$ cat src/verilog/cart_macros.svh
`ifndef CART_MACROS_SVH
`define CART_MACROS_SVH

// ==========================================================================
// Bus map
// ==========================================================================
`define CART_BASE      16'h4000  // First cartridge byte
`define STATUS_ADDR    16'h0458  // Control write and status read
`define CRC_WIN_BASE   16'h7F00  // Menu text window
`define CRC_WIN_LAST   16'h7F0F

// ==========================================================================
// Image layout
// ==========================================================================
`define CART_BYTES     16'd49152 // On-chip cartridge capacity
`define SECTOR_BYTES   10'd512
`define HEADER_BYTES   10'd128   // Skipped at the start of sector 0
`define IMAGE_SECTORS  7'd97

// Status and filler bytes
`define STATUS_BUSY    8'h00
`define STATUS_READY   8'h80
`define BLANK_BYTE     8'hFF

`endif

$ cat src/verilog/cart_pkg.sv
`default_nettype none

package cart_pkg;

    typedef logic [15:0] bus_addr_t;   // CPU address bus
    typedef logic [7:0]  data_byte_t;
    typedef logic [15:0] cart_index_t; // Offset into cartridge memory
    typedef logic [6:0]  sector_t;
    typedef logic [9:0]  byte_count_t; // Byte position inside a sector
    typedef logic [31:0] checksum_t;

    // Where a bus read gets its byte
    typedef enum logic [2:0] {
        SRC_NONE,
        SRC_STATUS,
        SRC_CRC,
        SRC_CART,
        SRC_BLANK
    } read_src_e;

    // Sector loader FSM
    typedef enum logic [2:0] {
        LD_IDLE,
        LD_REQUEST,
        LD_RECEIVE,
        LD_NEXT,
        LD_COMPLETE
    } loader_state_e;

endpackage

`default_nettype wire

$ cat src/verilog/read_mux.sv
`timescale 1ns/1ns
`default_nettype none

`include "cart_macros.svh"

module read_mux (
    input  wire                  sys_clk,
    input  wire                  pll_lock,
    input  cart_pkg::read_src_e  read_src,
    input  wire [3:0]            crc_pos,
    input  wire                  busy,
    input  cart_pkg::checksum_t  checksum,
    input  cart_pkg::data_byte_t cart_data,
    output cart_pkg::data_byte_t d_out
);

    // Nibble to upper case hex ASCII
    function automatic cart_pkg::data_byte_t hex_ascii(input logic [3:0] nib);
        if (nib < 4'd10) begin
            return 8'h30 + {4'd0, nib};
        end
        return 8'h37 + {4'd0, nib};
    endfunction

    // Positions 5..12 map to checksum nibbles 7..0
    logic [2:0]           digit_idx;
    logic [3:0]           digit_nib;
    cart_pkg::data_byte_t crc_char;
    cart_pkg::data_byte_t sel_byte;

    assign digit_idx = 3'(4'd12 - crc_pos);
    assign digit_nib = checksum[{digit_idx, 2'b00} +: 4];

    // Text line "CRC: XXXXXXXX   "
    always_comb begin
        case (crc_pos)
            4'h0:    crc_char = 8'h43;  // C
            4'h1:    crc_char = 8'h52;  // R
            4'h2:    crc_char = 8'h43;  // C
            4'h3:    crc_char = 8'h3A;  // Colon
            4'h4:    crc_char = 8'h20;
            4'hD, 4'hE, 4'hF: crc_char = 8'h20;
            default: crc_char = hex_ascii(digit_nib);
        endcase
    end

    always_comb begin
        case (read_src)
            cart_pkg::SRC_STATUS: sel_byte = busy ? `STATUS_BUSY : `STATUS_READY;
            cart_pkg::SRC_CRC:    sel_byte = crc_char;
            cart_pkg::SRC_CART:   sel_byte = cart_data;
            default:              sel_byte = `BLANK_BYTE;
        endcase
    end

    always_ff @(posedge sys_clk or negedge pll_lock) begin
        if (!pll_lock) begin
            d_out <= `BLANK_BYTE;
        end else begin
            d_out <= sel_byte;
        end
    end

endmodule

`default_nettype wire
$ cat config.mk
export PLATFORM = sky130hd
export DESIGN_NAME = read_mux
export DESIGN_NICKNAME = d
export VERILOG_FILES = /design/src/verilog/cart_pkg.sv /design/src/verilog/read_mux.sv
export VERILOG_INCLUDE_DIRS = /design/src /design/src/verilog
export SDC_FILE = /design/constraint.sdc
export NUM_CORES = 1
export LEC_CHECK = 0
export ABC_AREA = 1
export BUFFER_PORTS_ARGS = -buffer_cell sky130_fd_sc_hd__buf_2
export CAP_MARGIN = 20
export CORE_ASPECT_RATIO = 0.75
export CORE_UTILIZATION = 40
export CTS_CLUSTER_DIAMETER = 30
export DETAILED_ROUTE_END_ITERATION = 7
export GPL_TIMING_DRIVEN = 0
export PLACE_DENSITY = 0.76
export SYNTH_ARGS = -nofsm -noshare
export SYNTH_HDL_FRONTEND = slang
export SYNTH_SLANG_ARGS = --single-unit
export TNS_END_PERCENT = 30
$ cat constraint.sdc
create_clock -name sys_clk -period 0.8 [get_ports sys_clk]
set_clock_uncertainty 0.15 [all_clocks]
set_input_delay 0.04 -clock sys_clk [delete_from_list [all_inputs] [get_ports sys_clk]]
set_output_delay 0.04 -clock sys_clk [all_outputs]
set_load 0.02 [all_outputs]
---- Word-level counts from Yosys, hierarchy flattened ----
Index checks and enable logic that the tools add are counted.
cells by class
  add/subtract/negate cells ............... 3
  order comparisons ....................... 1
  eq/ne operators ......................... 10
  shift operators ......................... 1
  multiplexer cells ....................... 7
  reductions and logical operators ........ 4
operators with widths
  operator                                                         number
  8-bit case mux with 4 select lines                               1
  32-bit by 6-bit indexed part select with 4-bit output            1
  8-bit 2-to-1 mux                                                 3
  8-bit case mux with 3 select lines                               1
  6-bit by 4-bit adder with 7-bit output, first input constant     2
  4-bit == test, second input constant                             3
  4-bit by 2-bit == test with 1-bit output, second input constant  2
  8-bit OR reduction                                               1
  3-bit by 2-bit == test with 1-bit output, second input constant  2
  4-bit by 1-bit == test with 1-bit output, second input constant  1
  4-bit by 3-bit == test with 1-bit output, second input constant  1
  4-bit zero test                                                  1
  4-bit < comparator, second input constant                        1
  4-bit OR reduction                                               1
  3-bit by 1-bit == test with 1-bit output, second input constant  1
  3-bit subtractor, first input constant                           1
  1-bit 2-to-1 mux                                                 2
  2-bit OR reduction                                               1
storage, ports and cells
  register bits after elaboration ......... 8
  input bits .............................. 50
  output and inout port bits .............. 8
  word-level logic and storage cells ...... 27

---- Depth between registers and ports, before layout ----
  depth in word-level cells ............... 8
  depth in mapped cells ................... 15
  depth with buffers taken out ............ 13

---- Least setup slack after synthesis ----
No wires, ideal clock.
  kind .................................... input to register
  start ................................... input port crc_pos[0]
  end ..................................... register d_out[2]
  library setup time ...................... 0.060 ns
  data arrival time ....................... 1.687 ns
  required time ........................... 0.590 ns
  setup slack ............................. -1.097 ns
  cell stages on the path ................. 14
  path buffers ............................ 3
  path through ............................ buf_6 -> inv_6 -> buf_6 -> ha_1 -> buf_4 -> inv_2 -> nand3_1 -> nand3_1 -> nand2_2 -> ha_1 -> or2_1 -> nand3_1 -> nand2_1 -> nand2_1
between the ends
  cells in the longest elaborated chain, start to end .. 8
  elaborated cells between the ends (all ways) .. 21
  those cells by class .................... add/sub: 3; order compare: 1; eq/ne: 7; shift: 1; mux: 6; reduce/logical: 3
RTL lines
  element                                                RTL line        RTL
  start, declared                                        read_mux.sv:10  input wire [3:0] crc_pos,
  3-bit subtractor                                       read_mux.sv:31  assign digit_idx = 3'(4'd12 - crc_pos);
  32-bit by 6-bit indexed part select with 4-bit output  read_mux.sv:32  assign digit_nib = checksum[{digit_idx, 2'b00} +: 4];
  4-bit < comparator                                     read_mux.sv:19  if (nib < 4'd10) begin
  1-bit 2-to-1 mux                                       read_mux.sv:19
  1-bit 2-to-1 mux                                       read_mux.sv:36  case (crc_pos)
  8-bit 2-to-1 mux                                       read_mux.sv:22  return 8'h37 + {4'd0, nib};
  8-bit case mux with 4 select lines *                   read_mux.sv:36
  8-bit case mux with 3 select lines *                   read_mux.sv:48  case (read_src)
  via sel_byte[2]                                        read_mux.sv:29  cart_pkg::data_byte_t sel_byte;
  end signal, assigned                                   read_mux.sv:58  d_out <= `BLANK_BYTE;
  end signal, assigned                                   read_mux.sv:60  d_out <= sel_byte;
  end, declared                                          read_mux.sv:14  output cart_pkg::data_byte_t d_out
Mark *: on every way through the listed nets, which the timed path passes. The rest lies on a longest branch. The select of a mux whose other input is x is not followed.

---- Worst setup path after layout ----
  start ................................... input port crc_pos[0]
  end ..................................... register d_out[1]
Same word-level chain as after synthesis.

==> impl_metrics.ini <==
[floorplanning]
die_h_um = 46.92
dieArea_um2 = 2904
rows = 15
initial_core_util_pct = 44.44
ios = 58
core_area_um2 = 2421
dieWidth_um = 61.89

[yosys]
ys_top_cells_by_area = nand2_1, dfstp_2, inv_1
synth-xor-area-share_pct = 2.326
synth-compound-area-share_pct = 8.023
synth-seq-cells = 8
ys_seq_area_share_pct = 19.53
netlist_area_um2 = 1076
synth_fa_ha_area_share_pct = 5.814
synthSimpleGateAreaFrac_pct = 48.49
ys_warn_count = 0
synth_top_area_share_pct = 24.07
avgSynthCellArea_um2 = 5.912
synth_top_family_by_area = simple AND/OR/NAND/NOR gates
synth_top_cell_by_area = nand2_1
synth_nets = 237
synth_cell_types = 27
syn_inst = 182
synth_mux_area_share_pct = 0

[finish]
syn2layout_area_growth_pct = 63.60
layout_common_cells = nand2_1, buf_2, inv_1
num_antenna_cells = 0
final_area_um2 = 1760
top_regs = d_out x8
largest_reg_flops = 8
top_register = d_out
fill_cells = 204
final_common_cell = nand2_1
nets = 314
drive_above_1_share_pct = 47.08

[global_routing]
grt_pass1_wl_um = 4636
grt_pass1_vias = 1174
gr-total-overflow = 0
antenna_found_initial = 0
track_usage_pct = 21.61
grt_max_degree = 11

[setup_path]
crit_path_cell_trace = buf_8 -> buf_12 -> inv_8 -> buf_8 -> ha_4 -> xor2_4 -> nand3_2 -> nand2_4 -> ha_4 -> nand3b_1 -> nand3_1 -> nand2_1 -> nand2_1
required_ps = 830
crit_path_top_delay_cell = xor2_4
cp_slowest_stage_delay_ps = 220
critical_path_class = in -> reg
cp-end-kind = flop
start_kind = input port
critPathMaxFanout = 4
worst_ep_arrival_time_ps = 1620

[drt]
postRouteAntennaNets = 0
drt_wl_total_um = 3059
dr.pass1.iters = 4
drc = 0
vias = 1327
via_per_inst = 4.560
drtIter0Drc = 49
post_drt_wl_per_cell_um = 10.51

[timing]
fmax_mhz = 628.5
fin_ws_ps = -791.1
period_share_pct = 198.9
rsz0062_at_grt = yes
slew_viol_final = 0
period_minus_slack_ps = 1591
final.setup.tns_ps = -7468
hold_slack_ps = -163.6
setup_viol = 15
tightestPinTransition_ps = 610.6
slew_headroom_pct = 58.98
hold_viol = 8

[power_and_ir_drop]
powerDensity_nw_per_um2 = 1081
power.ir.vdd_worst_uv = 465.6
p_leak_nw = 0.9743
power_w = 0.001903

[cts]
clk_pin_slew_ps = 50
cts-buffers-inserted = 3
clock_path_buffers = 2
htreeDepth = 1
cts-root-buf = clkbuf_4
cts.sinks = 8
cts_tree = yes
postCtsHoldBufs = 1

[flow_run]
cap_violations = 0

[status]
failed_checks = negative hold slack, negative setup slack
status = complete, but fails checks

[placed_design]
placed_area_um2 = 1464
routabilityCongestion = 0.7608
io_buffers = 57
dp_hpwl_um = 2149

[hold_path]
whs_path_depth = 2
hold_class = in -> reg
hold_start = busy
min_to = d_out[7]
routing by layer:
layer  global-route usage, %  part of all wire, %
met5                       0                    0
met3                  0.8264                  3.7
met4                   5.778                    0
met2                   39.78                   49
met1                   28.03                   47
worst max-delay path by stage:
| stage | cells after the start | endpoint | from |
|---|---|---|---|
| 6_report | 13 | d_out[1] | crc_pos[0] |
| 5_1_grt | 16 | d_out[3] | crc_pos[0] |
| 3_3_place_gp | 16 | d_out[1] | crc_pos[0] |
| 2_1_floorplan | 15 | d_out[2] | crc_pos[0] |
| 4_1_cts | 15 | d_out[1] | crc_pos[0] |
| 3_5_place_dp | 16 | d_out[1] | crc_pos[0] |
worst max-delay path: cells and delay by family:
kind,cells,cell delay [ps]
buffers and inverters,4,350
adders and majority gates,2,400
xor gates and xnor gates,1,220
and+or+nand+nor,6,620
final cells by class:
cell class | count | area, um2 | share of cell area (%)
multi-input cells | 138 | 832.0 | 47.26
repair buffers | 72 | 464.2 | 26.37
flip-flops and latches | 8 | 210.2 | 11.94
inverters | 32 | 136.4 | 7.747
plain buffers | 3 | 46.29 | 2.630
well taps | 34 | 42.54 | 2.416
clock buffers | 3 | 22.52 | 1.279
repair inverters | 1 | 6.256 | 0.3554
synth_stat cells, drive strengths merged:
cell    instances
nand3          22
xnor2           1
clkinv          1
a21oi           2
buf             4
o211ai          1
a221oi          1
nand3b          1
nor3            1
o21ai          12
nand4           1
dfstp           8
or2             2
ha              5
nand2          76
xor2            1
inv            31
nor2           12
cell families (layout without fill, tap and decap cells):
family / after synthesis / after routing
buffers and inverters: 36 / 111
AOI/OAI and AO/OA: 16 / 16
and+or+nand+nor: 115 / 115
xor gates and xnor gates: 2 / 2
DFF: 8 / 8
adders and majority gates: 5 / 5
metrics by stage:
step                utilization, %  std cells  hold slack (ps)  setup WS, ps
finish                       72.71        291           -163.6        -791.1
global route                 72.71        291           -171.3        -880.5
CTS                          67.03        284           -174.1        -798.9
detailed placement           60.47        273           -62.37         -1274
global placement             60.47        273           -60.43         -1269
floorplan                        -        182           -257.8        -939.2
power breakdown:
| group | total (W) | leakage (nW) | internal (W) | switching, W |
|---|---|---|---|---|
| registers | 0.000478 | 0.0843 | 0.000463 | 0.0000154 |
| logic | 0.00114 | 0.876 | 0.000537 | 0.000607 |
| clock network | 0.000280 | 0.0138 | 0.000170 | 0.000110 |
timing repair:
item | 4_1_cts | 5_1_grt
setup endpoints to repair | 15 | 16
cloned | 1 | 0
gates resized for setup | 23 | 20
pin swaps | 9 | 20
buffers inserted | 7 | 7
hold endpoints to repair | 16 | 8
(Power assumes the default switching activity.)
