[src/verilog/cart_macros.svh]
`ifndef CART_MACROS_SVH
`define CART_MACROS_SVH

// ==========================================================================
// Bus map
// ==========================================================================
`define CART_BASE      16'h4000  // First cartridge byte
`define STATUS_ADDR    16'h0458  // Control write and status read
`define CRC_WIN_BASE   16'h7F00  // Menu text window
`define CRC_WIN_LAST   16'h7F0F

// ==========================================================================
// Image layout
// ==========================================================================
`define CART_BYTES     16'd49152 // On-chip cartridge capacity
`define SECTOR_BYTES   10'd512
`define HEADER_BYTES   10'd128   // Skipped at the start of sector 0
`define IMAGE_SECTORS  7'd97

// Status and filler bytes
`define STATUS_BUSY    8'h00
`define STATUS_READY   8'h80
`define BLANK_BYTE     8'hFF

`endif

[src/verilog/cart_pkg.sv]
`default_nettype none

package cart_pkg;

    typedef logic [15:0] bus_addr_t;   // CPU address bus
    typedef logic [7:0]  data_byte_t;
    typedef logic [15:0] cart_index_t; // Offset into cartridge memory
    typedef logic [6:0]  sector_t;
    typedef logic [9:0]  byte_count_t; // Byte position inside a sector
    typedef logic [31:0] checksum_t;

    // Where a bus read gets its byte
    typedef enum logic [2:0] {
        SRC_NONE,
        SRC_STATUS,
        SRC_CRC,
        SRC_CART,
        SRC_BLANK
    } read_src_e;

    // Sector loader FSM
    typedef enum logic [2:0] {
        LD_IDLE,
        LD_REQUEST,
        LD_RECEIVE,
        LD_NEXT,
        LD_COMPLETE
    } loader_state_e;

endpackage

`default_nettype wire

[src/verilog/image_loader.sv]
`timescale 1ns/1ns
`default_nettype none

`include "cart_macros.svh"

module image_loader (
    input  wire                   sys_clk,
    input  wire                   pll_lock,
    input  wire                   sd_ready,
    input  cart_pkg::data_byte_t  sd_byte,
    input  wire                   sd_byte_valid,
    input  wire                   ctrl_write,
    input  cart_pkg::data_byte_t  ctrl_data,
    output logic                  sd_rd,
    output cart_pkg::sector_t     sd_sector,
    output logic                  wr_en,
    output cart_pkg::cart_index_t wr_index,
    output cart_pkg::data_byte_t  wr_data,
    output logic                  busy,
    output logic                  game_mode,
    output cart_pkg::checksum_t   checksum
);

    cart_pkg::loader_state_e state;
    cart_pkg::byte_count_t   byte_count;
    cart_pkg::cart_index_t   load_index;  // Next free memory slot

    logic in_header;
    logic has_room;
    logic last_byte;
    logic last_sector;

    assign in_header   = (sd_sector == 7'd0) && (byte_count < `HEADER_BYTES);
    assign has_room    = (load_index < `CART_BYTES);   // Overflow is dropped
    assign last_byte   = (byte_count == `SECTOR_BYTES - 10'd1);
    assign last_sector = (sd_sector == `IMAGE_SECTORS - 7'd1);

    // ======================================================================
    // Loader FSM
    // ======================================================================
    always_ff @(posedge sys_clk or negedge pll_lock) begin
        if (!pll_lock) begin
            state      <= cart_pkg::LD_IDLE;
            sd_rd      <= 1'b0;
            sd_sector  <= '0;
            byte_count <= '0;
            load_index <= '0;
            wr_en      <= 1'b0;
            wr_index   <= '0;
            wr_data    <= '0;
            busy       <= 1'b1;  // Initial load pending
            game_mode  <= 1'b0;
            checksum   <= '0;
        end else begin
            sd_rd <= 1'b0;
            wr_en <= 1'b0;

            case (state)
                cart_pkg::LD_IDLE: begin
                    if (sd_ready) begin
                        state <= cart_pkg::LD_REQUEST;
                    end
                end

                cart_pkg::LD_REQUEST: begin
                    sd_rd      <= 1'b1;  // One cycle, sd_sector already valid
                    byte_count <= '0;
                    state      <= cart_pkg::LD_RECEIVE;
                end

                cart_pkg::LD_RECEIVE: begin
                    if (sd_byte_valid) begin
                        byte_count <= byte_count + 10'd1;
                        if (!in_header && has_room) begin
                            wr_en      <= 1'b1;
                            wr_index   <= load_index;
                            wr_data    <= sd_byte;
                            load_index <= load_index + 16'd1;
                            checksum   <= checksum + {24'd0, sd_byte};
                        end
                        if (last_byte) begin
                            state <= cart_pkg::LD_NEXT;
                        end
                    end
                end

                cart_pkg::LD_NEXT: begin
                    if (last_sector) begin
                        busy  <= 1'b0;
                        state <= cart_pkg::LD_COMPLETE;
                    end else begin
                        sd_sector <= sd_sector + 7'd1;
                        state     <= cart_pkg::LD_REQUEST;
                    end
                end

                cart_pkg::LD_COMPLETE: begin
                    // Menu commands, ignored once the game runs
                    if (ctrl_write && !game_mode) begin
                        if (ctrl_data[7]) begin
                            game_mode <= 1'b1;
                        end else if (ctrl_data[6]) begin
                            checksum   <= '0;
                            load_index <= '0;
                            sd_sector  <= '0;
                            busy       <= 1'b1;
                            state      <= cart_pkg::LD_REQUEST;
                        end
                    end
                end

                default: begin
                    state <= cart_pkg::LD_IDLE;
                end
            endcase
        end
    end

endmodule

`default_nettype wire

[config.mk]
export PLATFORM = sky130hd
export DESIGN_NAME = image_loader
export DESIGN_NICKNAME = d
export VERILOG_FILES = /design/src/verilog/cart_pkg.sv /design/src/verilog/image_loader.sv
export VERILOG_INCLUDE_DIRS = /design/src /design/src/verilog
export SDC_FILE = /design/constraint.sdc
export NUM_CORES = 1
export LEC_CHECK = 0
export BUFFER_PORTS_ARGS = -buffer_cell sky130_fd_sc_hd__buf_2
export CAP_MARGIN = 0
export CORE_MARGIN = 1
export CORE_UTILIZATION = 30
export CTS_CLUSTER_DIAMETER = 120
export CTS_CLUSTER_SIZE = 14
export DETAILED_ROUTE_END_ITERATION = 12
export SETUP_SLACK_MARGIN = 0.02
export SKIP_CTS_REPAIR_TIMING = 1
export SLEW_MARGIN = 20
export SYNTH_ARGS = -nofsm -noshare
export SYNTH_HDL_FRONTEND = slang
export SYNTH_SLANG_ARGS = --single-unit
[constraint.sdc]
create_clock -name sys_clk -period 3.3 [get_ports sys_clk]
set_clock_uncertainty 0.2 [all_clocks]
set_input_delay 0.495 -clock sys_clk [delete_from_list [all_inputs] [get_ports sys_clk]]
set_output_delay 0.495 -clock sys_clk [all_outputs]
set_load 0.01 [all_outputs]
Word-level counts from Yosys, hierarchy flattened --
Index checks and enable logic that the tools add are counted.
Cells by class: add/sub/neg operators 4, magnitude comparators 2, equal/unequal tests 15, muxes and demuxes 36, reduce and logical (&&, ||, !) cells 17
Operator list (number):
- $mux 32 | 5
- $mux 16 | 5
- $pmux 32 s2 | 1
- $add 32x8->32 | 1
- $pmux 16 s2 | 1
- $mux 7 | 4
- $mux 3 | 7
- $pmux 10 s2 | 1
- $ne 2x2->1 const B | 9
- $add 16x1->16 const B | 1
- $lt 16x16->1 const B | 1
- $pmux 3 s5 | 1
- $pmux 7 s2 | 1
- $reduce_and 6->1 | 2
- $add 10x1->10 const B | 1
- $eq 10x9->1 const B | 1
- $lt 10x8->1 const B | 1
- $mux 10 | 1
- $reduce_and 5->1 | 2
- $mux 1 | 8
- $add 7x1->7 const B | 1
- $eq 7x7->1 const B | 1
- $logic_not 7->1 | 1
- $eq 3x2->1 const B | 2
- 9 further kinds | 15
Word-level totals: register bits 96, logic and storage cells 85

Longest topological paths before layout --
Gate-level depths: netlist of run 1.
word-level depth 7, depth in mapped cells 10, depth with buffers taken out 8

Worst setup path after synthesis of run 1 --
No wires, ideal clock.
path kind in2reg, start input port sd_byte[0], end register checksum[26], library setup time 0.078 ns, data arrival time 2.258 ns, slack 0.764 ns, cell stages on the path 9, buffers on the path 2, cell sequence ha_1 > fa_1 > a211oi_1 > o211ai_1 > nand4_1 > buf_2 > buf_2 > o21ai_0 > a21oi_1
On the way: word-level cells in the longest chain between the ends 4
Ends and longest elaborated chain:
- start, declared | line image_loader.sv:10 | input cart_pkg::data_byte_t sd_byte,
- $add 32x8->32 | line image_loader.sv:79 | checksum <= checksum + {24'd0, sd_byte};
- $mux 32 | line image_loader.sv:74 | if (!in_header && has_room) begin
- $mux 32 | line image_loader.sv:72 | if (sd_byte_valid) begin
- $pmux 32 s2 | line image_loader.sv:58 | case (state)
- end signal, assigned | line image_loader.sv:79
- end, declared | line image_loader.sv:21 | output cart_pkg::checksum_t checksum
Every way passes these cells. The select of a mux whose other input is x is not followed. A chain may end at the register's enable or synchronous reset.

Worst setup path in the final report of run 1 --
start register state[2], end register checksum[25]
On the way: word-level cells in the longest chain between the ends 3
Ends and longest elaborated chain:
- start, declared | line image_loader.sv:24 | cart_pkg::loader_state_e state;
- start signal, assigned | line image_loader.sv:43 | state <= cart_pkg::LD_IDLE;
- start signal, assigned | line image_loader.sv:61 | state <= cart_pkg::LD_REQUEST;
- start signal, assigned | line image_loader.sv:68 | state <= cart_pkg::LD_RECEIVE;
- $eq 3x3->1 or $eq 3x2->1 (tied branches) | line image_loader.sv:58
- $ne 2x2->1 (no line) or $reduce_bool 2->1 (tied branches)
- $reduce_and 6->1 (no line)
Several ways; a longest one is shown, not always the timed one.

==> run summary, run 1 <==
warnings from Yosys = 0
layout cells sized above 1 = 19.54%
Critical Setup Path Class = register to register
most common cell after layout, fill and taps aside = nand2_1
Critical Path AT = 2.70 ns
register area share after synthesis = 49.17%
Crit path required time = 3.37 ns
largest net degree at the start of global routing = 53
Syn Area/Cell = 9.311 sq um
setup TNS = 0 ns
initial cell density of the core = 30.77%
clock sink total = 96
Root Driver = clkbuf_16
RSZ-0062 raised after global routing = false
xor and xnor area share after synthesis = 4.837%
first-pass GRT wire length = 19890 microns
Overflow after GRT = 0
Max Cap Viol = 0
final hold vios = 21
post-synth cell types = 53
cells after synthesis = 525
initial antenna violation count = 0
Via density = 5.011
DP Wirelength = 8199 microns
synthesized area = 4888 sq um
largest family of logic cells by synthesized area = simple AND/OR/NAND/NOR gates
Ant. Diodes = 0
worst-path maximum fanout = 40
period utilization = 79.51%
core region area = 15890 sq um
Startpoint Class = register
area share of fa/ha/maj cells after synthesis = 3.481%
post-synthesis async set-or-reset flop share = 100.0%
top post-synthesis cells by area = dfrtp_1 (49%), nand2_1 (8.1%), a21oi_1 (3.1%)
measured slew at the worst slew-check pin = 0.8908 ns
Final #Nets = 638
Area growth, synth to finish = 19.38%
failing checks = negative hold slack
drt total wl = 11720 microns
Pleak = 2.771 nW
Setup WS post-layout = 0.6762 ns
Die Y = 129.7 microns
vias in the first global route = 4178
DIE AREA = 16810 sq um
routed via count = 4134
First-pass DRT Iterations = 4
top_reg_cell synth = dfrtp_1
CTS tree = yes
clock slew at reported path FFs = 0.07 ns
hold slack = -0.01661 ns
IO Pins = 88
Hold Crit Class = input pin to asynchronous set/reset pin
All-Layer GR Usage = 15.06%
antenna viol nets, final = 0
Max Root-Sink Buffers = 2
Peak supply drop = 312.9 uV
WL per Instance = 14.21 microns
register bit count reported by yosys = 96
die width = 129.7 microns
GP Congestion = 0.7867
dpl ws = 0.5717 ns
Synth area leader = dfrtp_1
row cnt = 46
f_max = 0.3811 GHz
Rel. slew slack = 40.48%
most frequent cells in the layout = nand2_1 (106), dfrtp_1 (95), buf_2 (80)
final setup fails = 0
Max H-tree Level = 3
area fraction in compound gates after synthesis = 12.39%
top-area cell type share of the netlist area = 48.63%
final slew viol count = 0
Worst-Skew Late Latency = 0.35 ns
drt initial violations = 227
crit path time final = 2.624 ns
PwrDens = 681.2 nW/um^2
multiplexer share of the synthesized area = 1.049%
Post-synth EDFFs = 0
CP endpoint kind = register
outcome = finished, violations left
syn nets = 559
residual DRC count = 0
CTS buffer count = 9
Port Buffers = 81
post-synthesis simple-gate area fraction = 25.77%
-- worst max-delay path: stages (launching register included) --
cell and delay, ns:
dfrtp_1 0.54, nor3b_4 0.33, and3_1 0.39, nand2_4 0.32, or4_1 0.59, a21oi_1 0.16
-- metrics by stage --
stage	utilization [%]	instances	power [mW]	cell area, sq um
finish	36.74	825	3.975	5836
global route	36.74	825	4.276	5836
CTS	36.74	825	4.026	5836
detailed placement	34.95	809	3.000	5552
global placement	34.95	809	2.959	5552
floorplan	-	525	2.550	4888
-- synthesized netlist by cell type (14+ instances only) --
library cell,n
nand4_1,15
nand2_1,106
clkbuf_1,16
nor2_1,32
and3_1,14
a21oi_1,30
nand3_1,28
o21ai_0,24
o31ai_1,14
dfrtp_1,95
xor2_1,15
-- per-layer routing --
metal,up-vias,track usage [%],share of wire (%)
met2,79,25.26,48
li1,2028,-,-
met4,0,4.378,1.2
met3,10,3.922,4.7
met1,2017,19.04,46
met5,-,0,0
-- cell families after synthesis --
family	count (synthesis)
simple gates	249
compound gates	99
flops	96
buf+inv	36
xor+xnor	27
fa+ha+maj	13
mux	5
-- power breakdown --
group | internal, mW | switching, mW | total [mW] | leakage, nW
combinational | 0.533 | 0.757 | 1.29 | 1.36
clock | 0.537 | 0.471 | 1.01 | 0.132
sequential | 1.42 | 0.257 | 1.68 | 1.27
-- final cells by class --
cell class / count / area (sq um)
Inverter: 11 / 41.29
Timing Repair Buffer: 93 / 510.5
Tap cell: 216 / 270.3
Clock inverter: 5 / 41.29
Sequential cell: 96 / 2404
Fill cell: 1658 / 10050
Clock buffer: 11 / 242.7
Multi-Input combinational cell: 393 / 2326
-- registers in the layout, indices dropped and copies added, names as in the netlist, 3 cells and up --
name / flops
byte_count: 10
checksum: 32
load_index: 16
sd_sector: 7
state: 3
wr_data: 8
wr_index: 16
-- path summary, 6_finish.rpt --
check	slack, ns	startpoint	depth (start not counted)	endpoint
worst max-delay path	0.68	state[2]$_DFFE_PN0P_	5	checksum[25]$_DFFE_PN0P_
worst min-delay path	-0.02	pll_lock	1	checksum[7]$_DFFE_PN0P_
worst max register to register	0.68	state[2]$_DFFE_PN0P_	5	checksum[25]$_DFFE_PN0P_
worst min register to register	0.27	wr_data[0]$_DFFE_PN0P_	2	wr_data[0]$_DFFE_PN0P_
max in group asynchronous	2.24	pll_lock	2	wr_index[3]$_DFFE_PN0P_
min in group sys_clk	0.16	sd_byte[3]	3	wr_data[3]$_DFFE_PN0P_
No activity file was read; power rests on OpenSTA's default activity.
==> inputs of run 2 (changes only) <==
==> constraint.sdc (replaced) <==
create_clock -name sys_clk -period 2.68 [get_ports sys_clk]
set_clock_uncertainty 0.2 [all_clocks]
set_input_delay 0.402 -clock sys_clk [delete_from_list [all_inputs] [get_ports sys_clk]]
set_output_delay 0.402 -clock sys_clk [all_outputs]
set_load 0.01 [all_outputs]
==> run summary, run 2 (same netlist as run 1, synthesis figures left out) <==
outcome = finished, final reports clean
IO Pins = 88
hold slack = 0.05892 ns
routed via count = 4144
worst-path maximum fanout = 22
clock sink total = 96
Final #Nets = 645
final setup fails = 0
Biggest register = checksum
DP Wirelength = 8506 microns
core region area = 15890 sq um
residual DRC count = 0
vias in the first global route = 4147
crit path time final = 2.445 ns
most common cell after layout, fill and taps aside = nand2_1
M1 GR Usage = 18.89%
Global Route met2 Usage = 26.83%
f_max = 0.4089 GHz
die width = 129.7 microns
CTS tree = yes
Area growth, synth to finish = 20.96%
max FFs per register = 32
RSZ-0062 raised after global routing = false
CP endpoint kind = register
Hold Crit Class = input pin to register
All-Layer GR Usage = 15.51%
WL per Instance = 14.62 microns
Post-Layout Cell Count = 830
initial antenna violation count = 0
Pleak = 2.820 nW
Max Root-Sink Buffers = 2
Critical Setup Path Class = register to register
Max H-tree Level = 3
GP Congestion = 0.7943
Rel. slew slack = 60.48%
Critical Path AT = 2.52 ns
drt total wl = 12130 microns
Via density = 4.993
row cnt = 46
final slew viol count = 0
measured slew at the worst slew-check pin = 0.5929 ns
First-pass DRT Iterations = 4
Die Y = 129.7 microns
Port Buffers = 81
clock slew at reported path FFs = 0.07 ns
Peak supply drop = 408.4 uV
Ant. Diodes = 0
DIE AREA = 16810 sq um
most frequent cells in the layout = nand2_1 (106), dfrtp_1 (95), buf_2 (80)
Max Cap Viol = 0
antenna viol nets, final = 0
total power = 4.949 mW
grt peak-use layer = met2
largest net degree at the start of global routing = 56
final hold vios = 0
CTS buffer count = 9
GRT met3 Usage = 2.766%
Worst-Skew Late Latency = 0.35 ns
Top Registers = checksum (32), load_index (16), wr_index (16)
Crit path required time = 2.75 ns
Overflow after GRT = 0
Root Driver = clkbuf_16
setup TNS = 0 ns
period utilization = 91.24%
first-pass GRT wire length = 20260 microns
PwrDens = 837.0 nW/um^2
Startpoint Class = register
layout cells sized above 1 = 20.36%
Cells after DPL = 815
initial cell density of the core = 30.77%
drt initial violations = 184
run 2: cell count changes in the layout (fill, tap and decap cells not counted), sizes merged:
cell | before | now
clkbuf | 11 | 10
clkinvlp | 2 | 0
clkinv | 2 | 3
buf | 93 | 99
dlygate4sd3 | 0 | 1
run 2: where the power goes:
group / total [mW] / leakage [nW] / internal (mW) / switching (mW)
Combinational: 1.70 / 1.42 / 0.712 / 0.984
Clock: 1.19 / 0.129 / 0.625 / 0.568
Sequential: 2.06 / 1.27 / 1.75 / 0.313
Total: 4.95 / 2.82 / 3.08 / 1.86
run 2: cell type report:
class | count | area (sq um)
Tap cell | 216 | 270.3
Timing Repair Buffer | 100 | 590.6
Fill cell | 1629 | 9972
Clock buffer | 10 | 229.0
Clock inverter | 4 | 31.28
Multi-Input combinational cell | 393 | 2347
Inverter | 11 | 41.29
Sequential cell | 96 | 2404
run 2: final timing paths:
| kind | slack (ns) | startpoint | to | cells past startpoint |
|---|---|---|---|---|
| worst min register to register | 0.27 | wr_data[4]$_DFFE_PN0P_ | wr_data[4]$_DFFE_PN0P_ | 2 |
| worst min-delay path | 0.06 | sd_byte[0] | wr_data[0]$_DFFE_PN0P_ | 3 |
| max in group asynchronous | 1.11 | pll_lock | busy$_DFFE_PN1P_ | 3 |
| min in group asynchronous | 0.40 | pll_lock | checksum[16]$_DFFE_PN0P_ | 2 |
| worst max-delay path | 0.23 | checksum[0]$_DFFE_PN0P_ | checksum[14]$_DFFE_PN0P_ | 8 |
| worst max register to register | 0.23 | checksum[0]$_DFFE_PN0P_ | checksum[14]$_DFFE_PN0P_ | 8 |
run 2: through the flow:
step                      setup WS (ns)  area (sq um)  util (%)
after floorplan                  0.2199          4888         -
after global placement           0.1204          5622     35.39
after detailed placement        0.08396          5622     35.39
after CTS                       0.07183          5882     37.03
after global routing            0.03753          5913     37.22
final                            0.2347          5913     37.22
run 2: critical path, cell delays in order, from the launching register on:
cell	delay (ns)
dfrtp_1	0.37
ha_1	0.22
fa_2	0.25
a211oi_1	0.11
o211ai_1	0.18
nand4_1	0.17
buf_12	0.20
or4_1	0.49
a21oi_1	0.16
run 2: metal layers:
metal  vias up  wire, microns
li1       2043              -
met1      2016           5566
met2        70           5862
met3        15            484
met4         0            221
met5         -              0
