## config.mk

```make
export PLATFORM = sky130hd
export DESIGN_NAME = bus_decode
export DESIGN_NICKNAME = d
export VERILOG_FILES = /design/src/verilog/cart_pkg.sv /design/src/verilog/bus_decode.sv
export VERILOG_INCLUDE_DIRS = /design/src /design/src/verilog
export SDC_FILE = /design/constraint.sdc
export NUM_CORES = 1
export LEC_CHECK = 0
export ABC_AREA = 1
export BUFFER_PORTS_ARGS = -buffer_cell sky130_fd_sc_hd__buf_2
export CORE_MARGIN = 1
export CORE_UTILIZATION = 30
export DETAILED_ROUTE_END_ITERATION = 10
export GPL_TIMING_DRIVEN = 0
export PLACE_DENSITY_LB_ADDON = 0.3
export SLEW_MARGIN = 20
export SYNTH_ARGS = -nofsm -noshare
export SYNTH_HDL_FRONTEND = slang
export SYNTH_SLANG_ARGS = --single-unit
export TNS_END_PERCENT = 5
```

## constraint.sdc

```tcl
create_clock -name sys_clk -period 1.97 [get_ports sys_clk]
set_input_delay 0.591 -clock sys_clk [delete_from_list [all_inputs] [get_ports sys_clk]]
set_output_delay 0.591 -clock sys_clk [all_outputs]
set_load 0.01 [all_outputs]
```

## src/verilog/cart_macros.svh

```systemverilog
`ifndef CART_MACROS_SVH
`define CART_MACROS_SVH

// ==========================================================================
// Bus map
// ==========================================================================
`define CART_BASE      16'h4000  // First cartridge byte
`define STATUS_ADDR    16'h0458  // Control write and status read
`define CRC_WIN_BASE   16'h7F00  // Menu text window
`define CRC_WIN_LAST   16'h7F0F

// ==========================================================================
// Image layout
// ==========================================================================
`define CART_BYTES     16'd49152 // On-chip cartridge capacity
`define SECTOR_BYTES   10'd512
`define HEADER_BYTES   10'd128   // Skipped at the start of sector 0
`define IMAGE_SECTORS  7'd97

// Status and filler bytes
`define STATUS_BUSY    8'h00
`define STATUS_READY   8'h80
`define BLANK_BYTE     8'hFF

`endif

```

## src/verilog/cart_pkg.sv

```systemverilog
`default_nettype none

package cart_pkg;

    typedef logic [15:0] bus_addr_t;   // CPU address bus
    typedef logic [7:0]  data_byte_t;
    typedef logic [15:0] cart_index_t; // Offset into cartridge memory
    typedef logic [6:0]  sector_t;
    typedef logic [9:0]  byte_count_t; // Byte position inside a sector
    typedef logic [31:0] checksum_t;

    // Where a bus read gets its byte
    typedef enum logic [2:0] {
        SRC_NONE,
        SRC_STATUS,
        SRC_CRC,
        SRC_CART,
        SRC_BLANK
    } read_src_e;

    // Sector loader FSM
    typedef enum logic [2:0] {
        LD_IDLE,
        LD_REQUEST,
        LD_RECEIVE,
        LD_NEXT,
        LD_COMPLETE
    } loader_state_e;

endpackage

`default_nettype wire

```

## src/verilog/bus_decode.sv

```systemverilog
`timescale 1ns/1ns
`default_nettype none

`include "cart_macros.svh"

module bus_decode (
    input  wire                  sys_clk,
    input  wire                  pll_lock,
    input  cart_pkg::bus_addr_t  a,
    input  wire                  rw,
    input  wire                  phi2,
    input  wire                  halt,
    input  cart_pkg::data_byte_t d_in,
    input  wire                  game_mode,
    output cart_pkg::read_src_e  read_src,
    output logic [3:0]           crc_pos,
    output cart_pkg::cart_index_t cart_rd_index,
    output logic                 ctrl_write,
    output cart_pkg::data_byte_t ctrl_data,
    output logic                 d_drive,
    output logic                 buf_dir,
    output logic                 buf_oe
);

    // ======================================================================
    // Input synchronizer
    // ======================================================================
    cart_pkg::bus_addr_t  a_sync;
    cart_pkg::data_byte_t d_sync;
    logic                 rw_sync;
    logic                 phi2_sync;
    logic                 halt_sync;

    always_ff @(posedge sys_clk or negedge pll_lock) begin
        if (!pll_lock) begin
            a_sync    <= '0;
            d_sync    <= '0;
            rw_sync   <= 1'b1;
            phi2_sync <= 1'b0;
            halt_sync <= 1'b1;
        end else begin
            a_sync    <= a;
            d_sync    <= d_in;
            rw_sync   <= rw;
            phi2_sync <= phi2;
            halt_sync <= halt;
        end
    end

    // ======================================================================
    // Address decode
    // ======================================================================
    logic                in_cart;
    logic                in_status;
    logic                in_crc;
    logic                drive_next;
    cart_pkg::read_src_e src_next;

    assign in_cart   = (a_sync >= `CART_BASE);          // $4000-$FFFF
    assign in_status = (a_sync == `STATUS_ADDR);
    assign in_crc    = (a_sync >= `CRC_WIN_BASE) && (a_sync <= `CRC_WIN_LAST);

    always_comb begin
        if (game_mode) begin
            src_next = in_cart ? cart_pkg::SRC_CART : cart_pkg::SRC_NONE;
        end else if (in_status) begin
            src_next = cart_pkg::SRC_STATUS;
        end else if (in_crc) begin
            src_next = cart_pkg::SRC_CRC;
        end else if (in_cart) begin
            src_next = cart_pkg::SRC_BLANK;  // Menu mode, no ROM image
        end else begin
            src_next = cart_pkg::SRC_NONE;
        end
    end

    // CPU phase with halt high, or DMA while halt is low
    assign drive_next = (src_next != cart_pkg::SRC_NONE) && rw_sync &&
                        ((phi2_sync && halt_sync) || !halt_sync);

    // Write data is only valid in the high phase of phi2
    assign ctrl_write    = in_status && !rw_sync && phi2_sync;
    assign ctrl_data     = d_sync;
    assign cart_rd_index = a_sync - `CART_BASE;

    always_ff @(posedge sys_clk or negedge pll_lock) begin
        if (!pll_lock) begin
            read_src <= cart_pkg::SRC_NONE;
            crc_pos  <= '0;
            d_drive  <= 1'b0;
            buf_dir  <= 1'b1;
            buf_oe   <= 1'b1;   // Active low
        end else begin
            read_src <= src_next;
            crc_pos  <= a_sync[3:0];
            d_drive  <= drive_next;
            buf_dir  <= rw_sync;  // High points the buffer toward the CPU
            buf_oe   <= !(drive_next || ctrl_write);
        end
    end

endmodule

`default_nettype wire

```

=== Yosys cells after proc, flatten, opt, wreduce, memory -nomap -nowiden ===
Index checks and enable logic that the tools add are counted.
W data, S select, Z words.

* Input bits: 30
* Bits in registers: 37
* Word-level logic and storage cells: 32
* Output and inout port bits: 35

* Magnitude comparators: 3
* Multiplexer cells: 5
* Reductions and logical operators: 12
* Equality and inequality tests: 1
* $add $sub $neg: 1

{| class="wikitable"
|+ Operators by type and width
! operator !! number
|-
| $ge A16 B15 Y1 const B || 2
|-
| $eq A16 B11 Y1 const B || 1
|-
| $le A16 B15 Y1 const B || 1
|-
| $sub A16 B15 Y16 const B || 1
|-
| $mux W3 || 4
|-
| $logic_and A1 B1 Y1 || 6
|-
| $logic_not A1 Y1 || 3
|-
| $reduce_bool A3 Y1 || 1
|-
| $logic_or A1 B1 Y1 || 2
|-
| $mux W2 || 1
|}

=== Depth between registers and ports, before layout ===
Gate-level depths: netlist of the first run.

* Depth in word-level cells: 10
* Gate-level depth with buffers: 10
* Mapped depth without buffers: 10

=== Least setup slack after synthesis of the first run ===
Ideal clock, no wire load.

* Kind: reg2out
* Start point: reg a_sync[14]
* End point: out ctrl_write
* Data arrival time: 1.161 ns
* Path slack: 0.218 ns
* Required time: 1.379 ns
* Stages on the path, launching flop included: 7
* Buffers on the path: 0
* Path through: dfrtp_1 > inv_1 > ha_1 > nand3b_1 > nor2_1 > nand2_1 > nor3_2

* Word-level cells in the longest chain between the ends: 3

{| class="wikitable"
|+ RTL lines
! element !! RTL line !! source
|-
| start, declared || bus_decode.sv:28 || <nowiki>cart_pkg::bus_addr_t a_sync;</nowiki>
|-
| start signal, assigned || bus_decode.sv:36 || <nowiki>a_sync <= '0;</nowiki>
|-
| start signal, assigned || bus_decode.sv:42 || <nowiki>a_sync <= a;</nowiki>
|-
| $eq A16 B11 Y1 (no line) || - ||
|-
| $logic_and A1 B1 Y1 (2 in series) || bus_decode.sv:82 || <nowiki>assign ctrl_write = in_status && !rw_sync && phi2_sync;</nowiki>
|-
| end, declared || bus_decode.sv:18 || <nowiki>output logic ctrl_write,</nowiki>
|}

Every way passes these cells.

=== Final worst setup path of the first run ===
* Start point: reg a_sync[15]
* End point: out ctrl_write

The elaborated chain is that of the path after synthesis.

==> results of run 1 <==
==> layer usage <==
metal,global-route usage,vias to the layer above,wire length (um)
li1,-,482,-
met1,0.1190,433,975
met2,0.1855,43,1170
met3,0.05087,7,218
met4,0.05442,0,47
met5,0,-,0
==> path summary, 6_finish.rpt <==
check,endpoint,cells past startpoint,slack [ns],start
min reg2reg,buf_dir,0,0.38,rw_sync
max reg2reg,d_drive,9,0.50,a_sync[15]
max in group asynchronous,a_sync[14],1,1.09,pll_lock
min in group asynchronous,a_sync[15],1,0.39,pll_lock
min,buf_dir,0,0.38,rw_sync
max,ctrl_write,7,-0.07,a_sync[15]
==> cell type report <==
type	instances	area (sq um)
Multi-Input combinational cell	49	279.0
Timing Repair Buffer	70	365.4
Buffer	14	105.1
Tap cell	52	65.06
Clock buffer	8	90.09
Sequential cell	37	930.9
Inverter	15	56.30
Fill cell	423	2462
==> flip-flops by register name (all words and copies together) (netlist names), 3 cells and up <==
signal and flops:
a_sync 16, ctrl_data 8, crc_pos 4, read_src 3
==> power by group <==
| part | switching [mW] | leakage (nW) | internal [mW] |
|---|---|---|---|
| Sequential | 0.0206 | 0.430 | 0.804 |
| Combinational | 0.0853 | 0.531 | 0.0850 |
| Clock | 0.242 | 0.0455 | 0.285 |
==> worst register-to-register path, cell delays in order, from the launching register on <==
cell     delay [ns]
dfrtp_1        0.36
inv_2          0.06
ha_4           0.15
buf_4          0.12
buf_4          0.13
nor2_1         0.22
inv_1          0.06
nand2_1        0.12
nor2_4         0.06
a21oi_1        0.13
==> what timing repair did <==
action                                  in CTS  in global routing
endpoints found under the setup margin       1                  1
buffers inserted                             3                  3
hold buffers                                 0                  0
resized for setup                            4                  0
pin swaps                                    3                  4
==> layout by cell type, fill, tap and decap left out, types with 2 or more instances in the layout <==
master    instances
inv_1            12
nand2_1          18
nor2_1           10
clkbuf_1          2
clkbuf_8          6
buf_2            64
nand2_2           2
nor2_2            7
dfrtp_1          33
dfstp_2           4
nor2_4            2
buf_4            20
inv_2             3
==> cell families (layout without fill, tap and decap cells) <==
| kind of cell | after synthesis | count (layout) | share of synthesized area |
|---|---|---|---|
| and+or+nand+nor | 44 | 44 | 0.1639 |
| buffers and inverters | 29 | 107 | 0.1188 |
| DFF | 37 | 37 | 0.6851 |
| AOI/OAI and AO/OA | 3 | 3 | 0.01381 |
| adders and majority gates | 2 | 2 | 0.01841 |
==> stage by stage <==
step           setup slack (ns)    util
2_1_floorplan            0.2182       -
3_3_place_gp            0.06565  0.4006
3_5_place_dp            0.06843  0.4006
4_1_cts                 -0.1619  0.4293
5_1_grt                 -0.2351  0.4345
6_report               -0.06976  0.4345
==> flow_summary_export.csv, run 1 <==
group,metric,value,unit
timing,slew_violations,0,
synth,async_flop_share,1.000,
critical_path,crit_path_end_kind,"primary output",
critical_path,crit_chain,"inv_2 > ha_4 > nand3b_1 > nor2_1 > nand2_1 > nor3_2 > buf_2",
status,status,"complete, but fails checks",
drt,ant_nets,0,
synth,synth_commonest_cells,"33 x dfrtp_1, 18 x nand2_1, 14 x buf_4, 14 x inv_1, 10 x nor2_1",
status,violations,"negative setup slack",
drt,via_per_inst,3.939,
global_routing,grt.total_usage,0.1114,
timing,max_freq,490.3,MHz
power_and_ir_drop,peakVddDrop,0.4465,mV
drt,wl_per_cell,9.841,um
synth,ys_seq_area_frac,0.6851,
final_layout,area_delta_synth_final,39.23,%
timing,setup_slack,-0.06976,ns
floorplan,io_pins,65,
floorplan,rows,24,
clock_network,clkTransAtPathRegs,0.07,ns
timing,fin_crit_sh,1.035,
power_and_ir_drop,powerDensity,804.4,nW/um^2
drt,drc_errors,0,
timing,finalHoldViolCount,0,
synth,synth.distinct_cells,19,
floorplan,core,4354,sq um
timing,tightest_slew,0.7842,ns
clock_network,cts_inserted_buffers,5,
timing,final-setup-viol-count,1,
synth,yosys.area.top_type_share,0.6077,
critical_path,required,1.38,ns
synth,ys_seq_elements,37,
critical_path,slowest_delay,0.39,ns
critical_path,start_kind,"flip-flop",
floorplan,die_w,69.30,um
drt,drt_iter0_drc,24,
synth,synth_top_cell_by_area,"dfrtp_1",
timing,max_slew_margin,0.4772,
final_layout,finish.instance_area,1892,sq um
place,dp_hpwl,1838,um
global_routing,grt_pass1_wl,4119,um
clock_network,htreeDepth,2,
synth,syn_area_per_cell,11.82,sq um
global_routing,grt_pass1_vias,1001,
timing,rsz0062_at_grt,"yes",
critical_path,cpMaxStageDelayCell,"dfrtp_1",
synth,syn_inst,115,
power_and_ir_drop,leakagePower,1.006,nW
synth,syn_area,1359,sq um
critical_path,critPathMaxFanout,2,
synth,synth_ff_type,"dfrtp_1",
timing,fin_crit,2.040,ns
synth,synth_fp_nets,147,
worst_hold_path,hold_path.class,"flip-flop to flip-flop",
clock_network,clk_latency,0.28,ns
global_routing,grt_remaining_overflow,0,
clock_network,cts_root_buf,"clkbuf_8",
drt,wl,2411,um
place,gp_congestion,0.6725,
final_layout,antenna_cells,0,
floorplan,die_y,69.30,um
synth,ys_warn_count,0,
clock_network,clockBufferDepth,2,
place,numPortBuffers,64,
drt,vias,965,
clock_network,cts_tree,"built",
drt,drt_pass1_iterations,4,
clock_network,cts.sinks,37,
critical_path,critPathTopFamily,"simple AND/OR/NAND/NOR gates",
final_layout,nets,224,
floorplan,dieArea,4802,sq um
critical_path,worst-setup-path-type,"flip-flop to primary output",
place,place_area,1744,sq um
timing,skew,0.003808,ns
place,dpl.cell_count,231,
critical_path,critPathBufInv,2,
synth,ys_top_cells_by_area,"dfrtp_1 61%, buf_4 7.7%, dfstp_2 7.7%",
global_routing,grt_max_degree,38,
synth,synth-edff-count,0,
floorplan,initial_utilization,0.3121,
timing,finalSetupTns,-0.06976,ns
critical_path,arrival,1.45,ns
synth,synth.most_common_cell,"dfrtp_1",
global_routing,antenna_found_initial,0,
timing,worst_hold_slack,0.3812,ns
final_layout,layout-drive-gt1-share,0.5803,
run,drv_cap,0,
power_and_ir_drop,power.total,1.522,mW
final_layout,fin_cells,245,
Note: power is estimated with default switching activity, not from simulation.
==> inputs of run 2 (changes only) <==
- REMOVE_ABC_BUFFERS: not set -> 1
- SKIP_LAST_GASP: not set -> 1
==> flow_summary_export.csv, run 2 (same netlist as run 1, synthesis figures left out) <==
group,metric,value,unit
floorplan,die_w,69.30,um
global_routing,grt_max_degree,38,
drt,wl_per_cell,9.906,um
floorplan,die_y,69.30,um
final_layout,final_common_cell,"buf_2",
timing,worst_hold_slack,0.3723,ns
critical_path,crit_chain,"inv_2 > ha_4 > nand3b_1 > nor2_1 > nand2_1 > nor3_2 > buf_2",
floorplan,io_pins,65,
critical_path,arrival,1.44,ns
clock_network,cts_tree,"built",
global_routing,grt_pass1_vias,925,
timing,fin_crit,2.033,ns
critical_path,cpMaxStageDelayCell,"dfrtp_1",
timing,rsz0062_at_grt,"yes",
drt,ant_nets,0,
critical_path,r2r-end,"d_drive",
timing,max_slew_margin,0.4976,
final_layout,area_delta_synth_final,35.36,%
worst_hold_path,hold_path.class,"input port to async pin",
run,drv_cap,0,
floorplan,initial_utilization,0.3121,
drt,drc_errors,0,
final_layout,post-route-util,0.4224,
final_layout,final_cell_mix,"64 x buf_2, 33 x dfrtp_1, 18 x nand2_1",
final_layout,largest_reg_flops,16,
clock_network,cts_inserted_buffers,5,
place,dpl.cell_count,217,
floorplan,core,4354,sq um
timing,slew_violations,0,
final_layout,final-seq-area,930.9,sq um
drt,vias,911,
final_layout,layout-drive-gt1-share,0.5659,
status,status,"complete, but fails checks",
drt,via_per_inst,3.893,
critical_path,crit_path_end_kind,"primary output",
power_and_ir_drop,leakagePower,0.9652,nW
floorplan,dieArea,4802,sq um
place,gp_congestion,0.7068,
drt,wl,2318,um
clock_network,cts_root_buf,"clkbuf_8",
critical_path,r2r_start,"a_sync[15]",
critical_path,slowest_delay,0.39,ns
timing,max_freq,492.0,MHz
timing,skew,0.005045,ns
status,violations,"negative setup slack",
power_and_ir_drop,powerDensity,894.1,nW/um^2
global_routing,grt.total_usage,0.1085,
final_layout,nFillCells,436,
place,numPortBuffers,64,
critical_path,worst-setup-path-type,"flip-flop to primary output",
critical_path,critPathTopFamily,"flip-flops",
floorplan,rows,24,
drt,drt_iter0_drc,18,
clock_network,clk_latency,0.28,ns
place,dp_hpwl,1779,um
global_routing,grt_remaining_overflow,0,
timing,setup_slack,-0.06267,ns
critical_path,critPathBufInv,2,
global_routing,grt_pass1_wl,3995,um
clock_network,htreeDepth,2,
timing,tightest_slew,0.7536,ns
timing,fin_crit_sh,1.032,
final_layout,multi_input_area,279.0,sq um
final_layout,nets,213,
critical_path,reg2reg_slack,0.46,ns
clock_network,cts.sinks,37,
timing,final-setup-viol-count,1,
place,dp_slack,0.07581,ns
final_layout,antenna_cells,0,
critical_path,critPathMaxFanout,2,
critical_path,required,1.38,ns
final_layout,largest_register,"a_sync",
final_layout,fin_cells,234,
drt,drt_pass1_iterations,2,
clock_network,clkTransAtPathRegs,0.07,ns
critical_path,start_kind,"flip-flop",
clock_network,clockBufferDepth,2,
timing,finalHoldViolCount,0,
power_and_ir_drop,peakVddDrop,0.5458,mV
global_routing,antenna_found_initial,0,
critical_path,r2r_cells,9,
## run 2: cell count changes in the layout (fill, tap and decap cells not counted), sizes merged
cell and delta:
buf -11, clkinvlp +1, clkbuf -2, bufinv +1
## run 2: worst max path at each step
stage	start	to	slack, ns	cells past startpoint
2_1_floorplan	a_sync[14]	ctrl_write	0.22	6
3_3_place_gp	a_sync[15]	ctrl_write	0.06	7
3_5_place_dp	a_sync[14]	ctrl_write	0.08	7
4_1_cts	a_sync[14]	ctrl_write	-0.18	7
5_1_grt	a_sync[15]	ctrl_write	-0.21	7
6_report	a_sync[14]	ctrl_write	-0.06	7
## run 2: worst reg2reg max path, cell delays in order, from the launching register on
cell and delay, ns:
dfrtp_1 0.37, inv_2 0.06, ha_4 0.15, buf_4 0.12, buf_4 0.13, nor2_1 0.21, inv_1 0.07, nand2_1 0.13
nor2_4 0.06, a21oi_1 0.14
## run 2: area by class of cell
class | instances | area share
clock inverter | 2 | 0.02041
inverter | 15 | 0.03061
multi-input combinational | 49 | 0.1517
timing repair buffer | 73 | 0.2109
tap | 52 | 0.03537
clock buffer | 6 | 0.04490
sequential | 37 | 0.5061
## run 2: stage by stage
step                      TNS (ns)  instance area [sq um]  total power, mW
after floorplan                  0                   1254           0.8955
after global placement           0                   1639           0.9819
after detailed placement         0                   1639           0.9835
after CTS                  -0.1791                   1807            1.665
after global routing       -0.2146                   1839            1.725
final                     -0.06267                   1839            1.644
## run 2: layer usage
layer	vias up	GRT usage	routed length (um)
li1	459	-	-
met1	403	0.1245	984
met2	44	0.1575	1033
met3	5	0.06686	265
met4	0	0.05442	35
met5	-	0	0
## run 2: report_power, final
| group | switching, mW | total [mW] | internal, mW |
|---|---|---|---|
| sequential | 0.0198 | 0.823 | 0.803 |
| combinational | 0.0832 | 0.156 | 0.0723 |
| clock | 0.255 | 0.666 | 0.411 |
| total | 0.358 | 1.64 | 1.29 |
## run 2: timing repair
| item | 4_1_cts | 5_1_grt |
|---|---|---|
| setup buffers | 6 | 3 |
| endpoints found under the hold margin | 0 | 0 |
| hold buffers | 0 | 0 |
| pin swaps | 4 | 4 |
| setup endpoints to repair | 1 | 1 |
| cloned | 0 | 0 |
| gates resized for setup | 2 | 2 |
==> inputs of run 3 (changes only) <==
- GPL_TIMING_DRIVEN: 0 -> not set
==> flow_summary_export.csv, run 3 (same netlist as run 1, synthesis figures left out) <==
group,metric,value,unit
timing,worst_hold_slack,0.2696,ns
status,status,"complete, but fails checks",
critical_path,r2r_start,"a_sync[15]",
clock_network,cts_tree,"built",
place,dpl.cell_count,219,
timing,skew,0.004933,ns
floorplan,core,4354,sq um
global_routing,grt_remaining_overflow,0,
floorplan,die_y,69.30,um
global_routing,grt.total_usage,0.1068,
critical_path,worst-setup-path-type,"flip-flop to primary output",
timing,setup_slack,-0.07457,ns
drt,wl,2316,um
place,gp_congestion,0.7186,
timing,rsz0062_at_grt,"yes",
final_layout,area_delta_synth_final,34.71,%
clock_network,cts-hold-fix-buffers,0,
critical_path,slowest_delay,0.39,ns
critical_path,crit_chain,"inv_2 > ha_4 > nand3b_1 > nor2_1 > nand2_1 > nor3_2 > buf_2",
timing,fin_crit_sh,1.038,
floorplan,dieArea,4802,sq um
timing,tightest_slew,0.4955,ns
clock_network,clockBufferDepth,2,
power_and_ir_drop,powerDensity,893.7,nW/um^2
final_layout,largest_register,"a_sync",
status,violations,"negative setup slack",
critical_path,required,1.38,ns
clock_network,clk_latency,0.28,ns
critical_path,r2r-end,"buf_oe",
worst_hold_path,hold_path.class,"input port to async pin",
global_routing,grt_max_degree,25,
critical_path,start_kind,"flip-flop",
critical_path,critPathMaxFanout,2,
floorplan,initial_utilization,0.3121,
clock_network,clkTransAtPathRegs,0.07,ns
place,numPortBuffers,64,
critical_path,arrival,1.45,ns
timing,slew_violations,0,
timing,max_slew_margin,0.6697,
clock_network,cts.sinks,37,
critical_path,critPathTopFamily,"flip-flops",
final_layout,finish.instance_area,1831,sq um
drt,wl_per_cell,9.940,um
timing,finalHoldViolCount,0,
final_layout,final_cell_mix,"64 x buf_2, 33 x dfrtp_1, 18 x nand2_1",
global_routing,grt_pass1_wl,3919,um
place,dp_hpwl,1811,um
place,place_area,1654,sq um
final_layout,fin_cells,233,
run,drv_cap,0,
final_layout,layout-drive-gt1-share,0.5635,
critical_path,reg2reg_slack,0.55,ns
floorplan,io_pins,65,
critical_path,cpMaxStageDelayCell,"dfrtp_1",
clock_network,cts_inserted_buffers,5,
critical_path,r2r_cells,10,
power_and_ir_drop,peakVddDrop,0.4754,mV
drt,vias,898,
global_routing,grt_pass1_vias,882,
power_and_ir_drop,leakagePower,0.9611,nW
place,dp_slack,0.1186,ns
timing,fin_crit,2.045,ns
floorplan,rows,24,
clock_network,cts_root_buf,"clkbuf_8",
final_layout,antenna_cells,0,
drt,drt_iter0_drc,13,
final_layout,nets,212,
clock_network,htreeDepth,2,
critical_path,crit_path_end_kind,"primary output",
drt,drt_pass1_iterations,4,
drt,ant_nets,0,
global_routing,antenna_found_initial,0,
floorplan,die_w,69.30,um
critical_path,critPathBufInv,2,
timing,finalSetupTns,-0.07457,ns
final_layout,final_common_cell,"buf_2",
drt,via_per_inst,3.854,
drt,drc_errors,0,
final_layout,largest_reg_flops,16,
timing,max_freq,489.1,MHz
timing,final-setup-viol-count,1,
==> run 3: per-layer routing <==
metal,vias up,global-route usage,routed length [um]
li1,457,-,-
met5,-,0,0
met4,0,0.04082,29
met1,390,0.1251,991
met2,46,0.1607,1022
met3,5,0.06250,272
==> run 3: worst max path at each step <==
stage	start	end	slack [ns]	cells after the start
after floorplan	a_sync[14]	ctrl_write	0.22	6
after global placement	a_sync[14]	ctrl_write	0.15	7
after detailed placement	a_sync[14]	ctrl_write	0.12	7
after CTS	a_sync[15]	ctrl_write	-0.13	7
after global routing	a_sync[14]	ctrl_write	-0.18	7
final	a_sync[14]	ctrl_write	-0.07	7
==> run 3: report_power, final <==
| group | internal, mW | total [mW] | switching [mW] | leakage, nW |
|---|---|---|---|---|
| clock | 0.412 | 0.657 | 0.245 | 0.0585 |
| combinational | 0.0716 | 0.155 | 0.0833 | 0.473 |
| sequential | 0.804 | 0.824 | 0.0203 | 0.430 |
| total | 1.29 | 1.64 | 0.348 | 0.961 |
==> run 3: layout make-up <==
type | instances | area (sq um)
repair buffers | 72 | 380.4
fillers | 411 | 2524
well taps | 52 | 65.06
multi-input cells | 49 | 281.5
clock inverters | 1 | 30.03
inverters | 15 | 56.30
clock buffers | 7 | 86.33
flip-flops and latches | 37 | 930.9
==> run 3: per-stage QoR <==
stage          total power, mW  utilization
5_1_grt                  1.708       0.4204
4_1_cts                  1.651       0.4164
2_1_floorplan           0.8955            -
3_5_place_dp            0.9862       0.3799
3_3_place_gp            0.9865       0.3799
6_report                 1.636       0.4204
==> run 3: timing repair <==
item	CTS	global route
pin swaps	3	2
endpoints found under the setup margin	1	1
resized for setup	4	1
cloned	0	0
buffers inserted	4	2
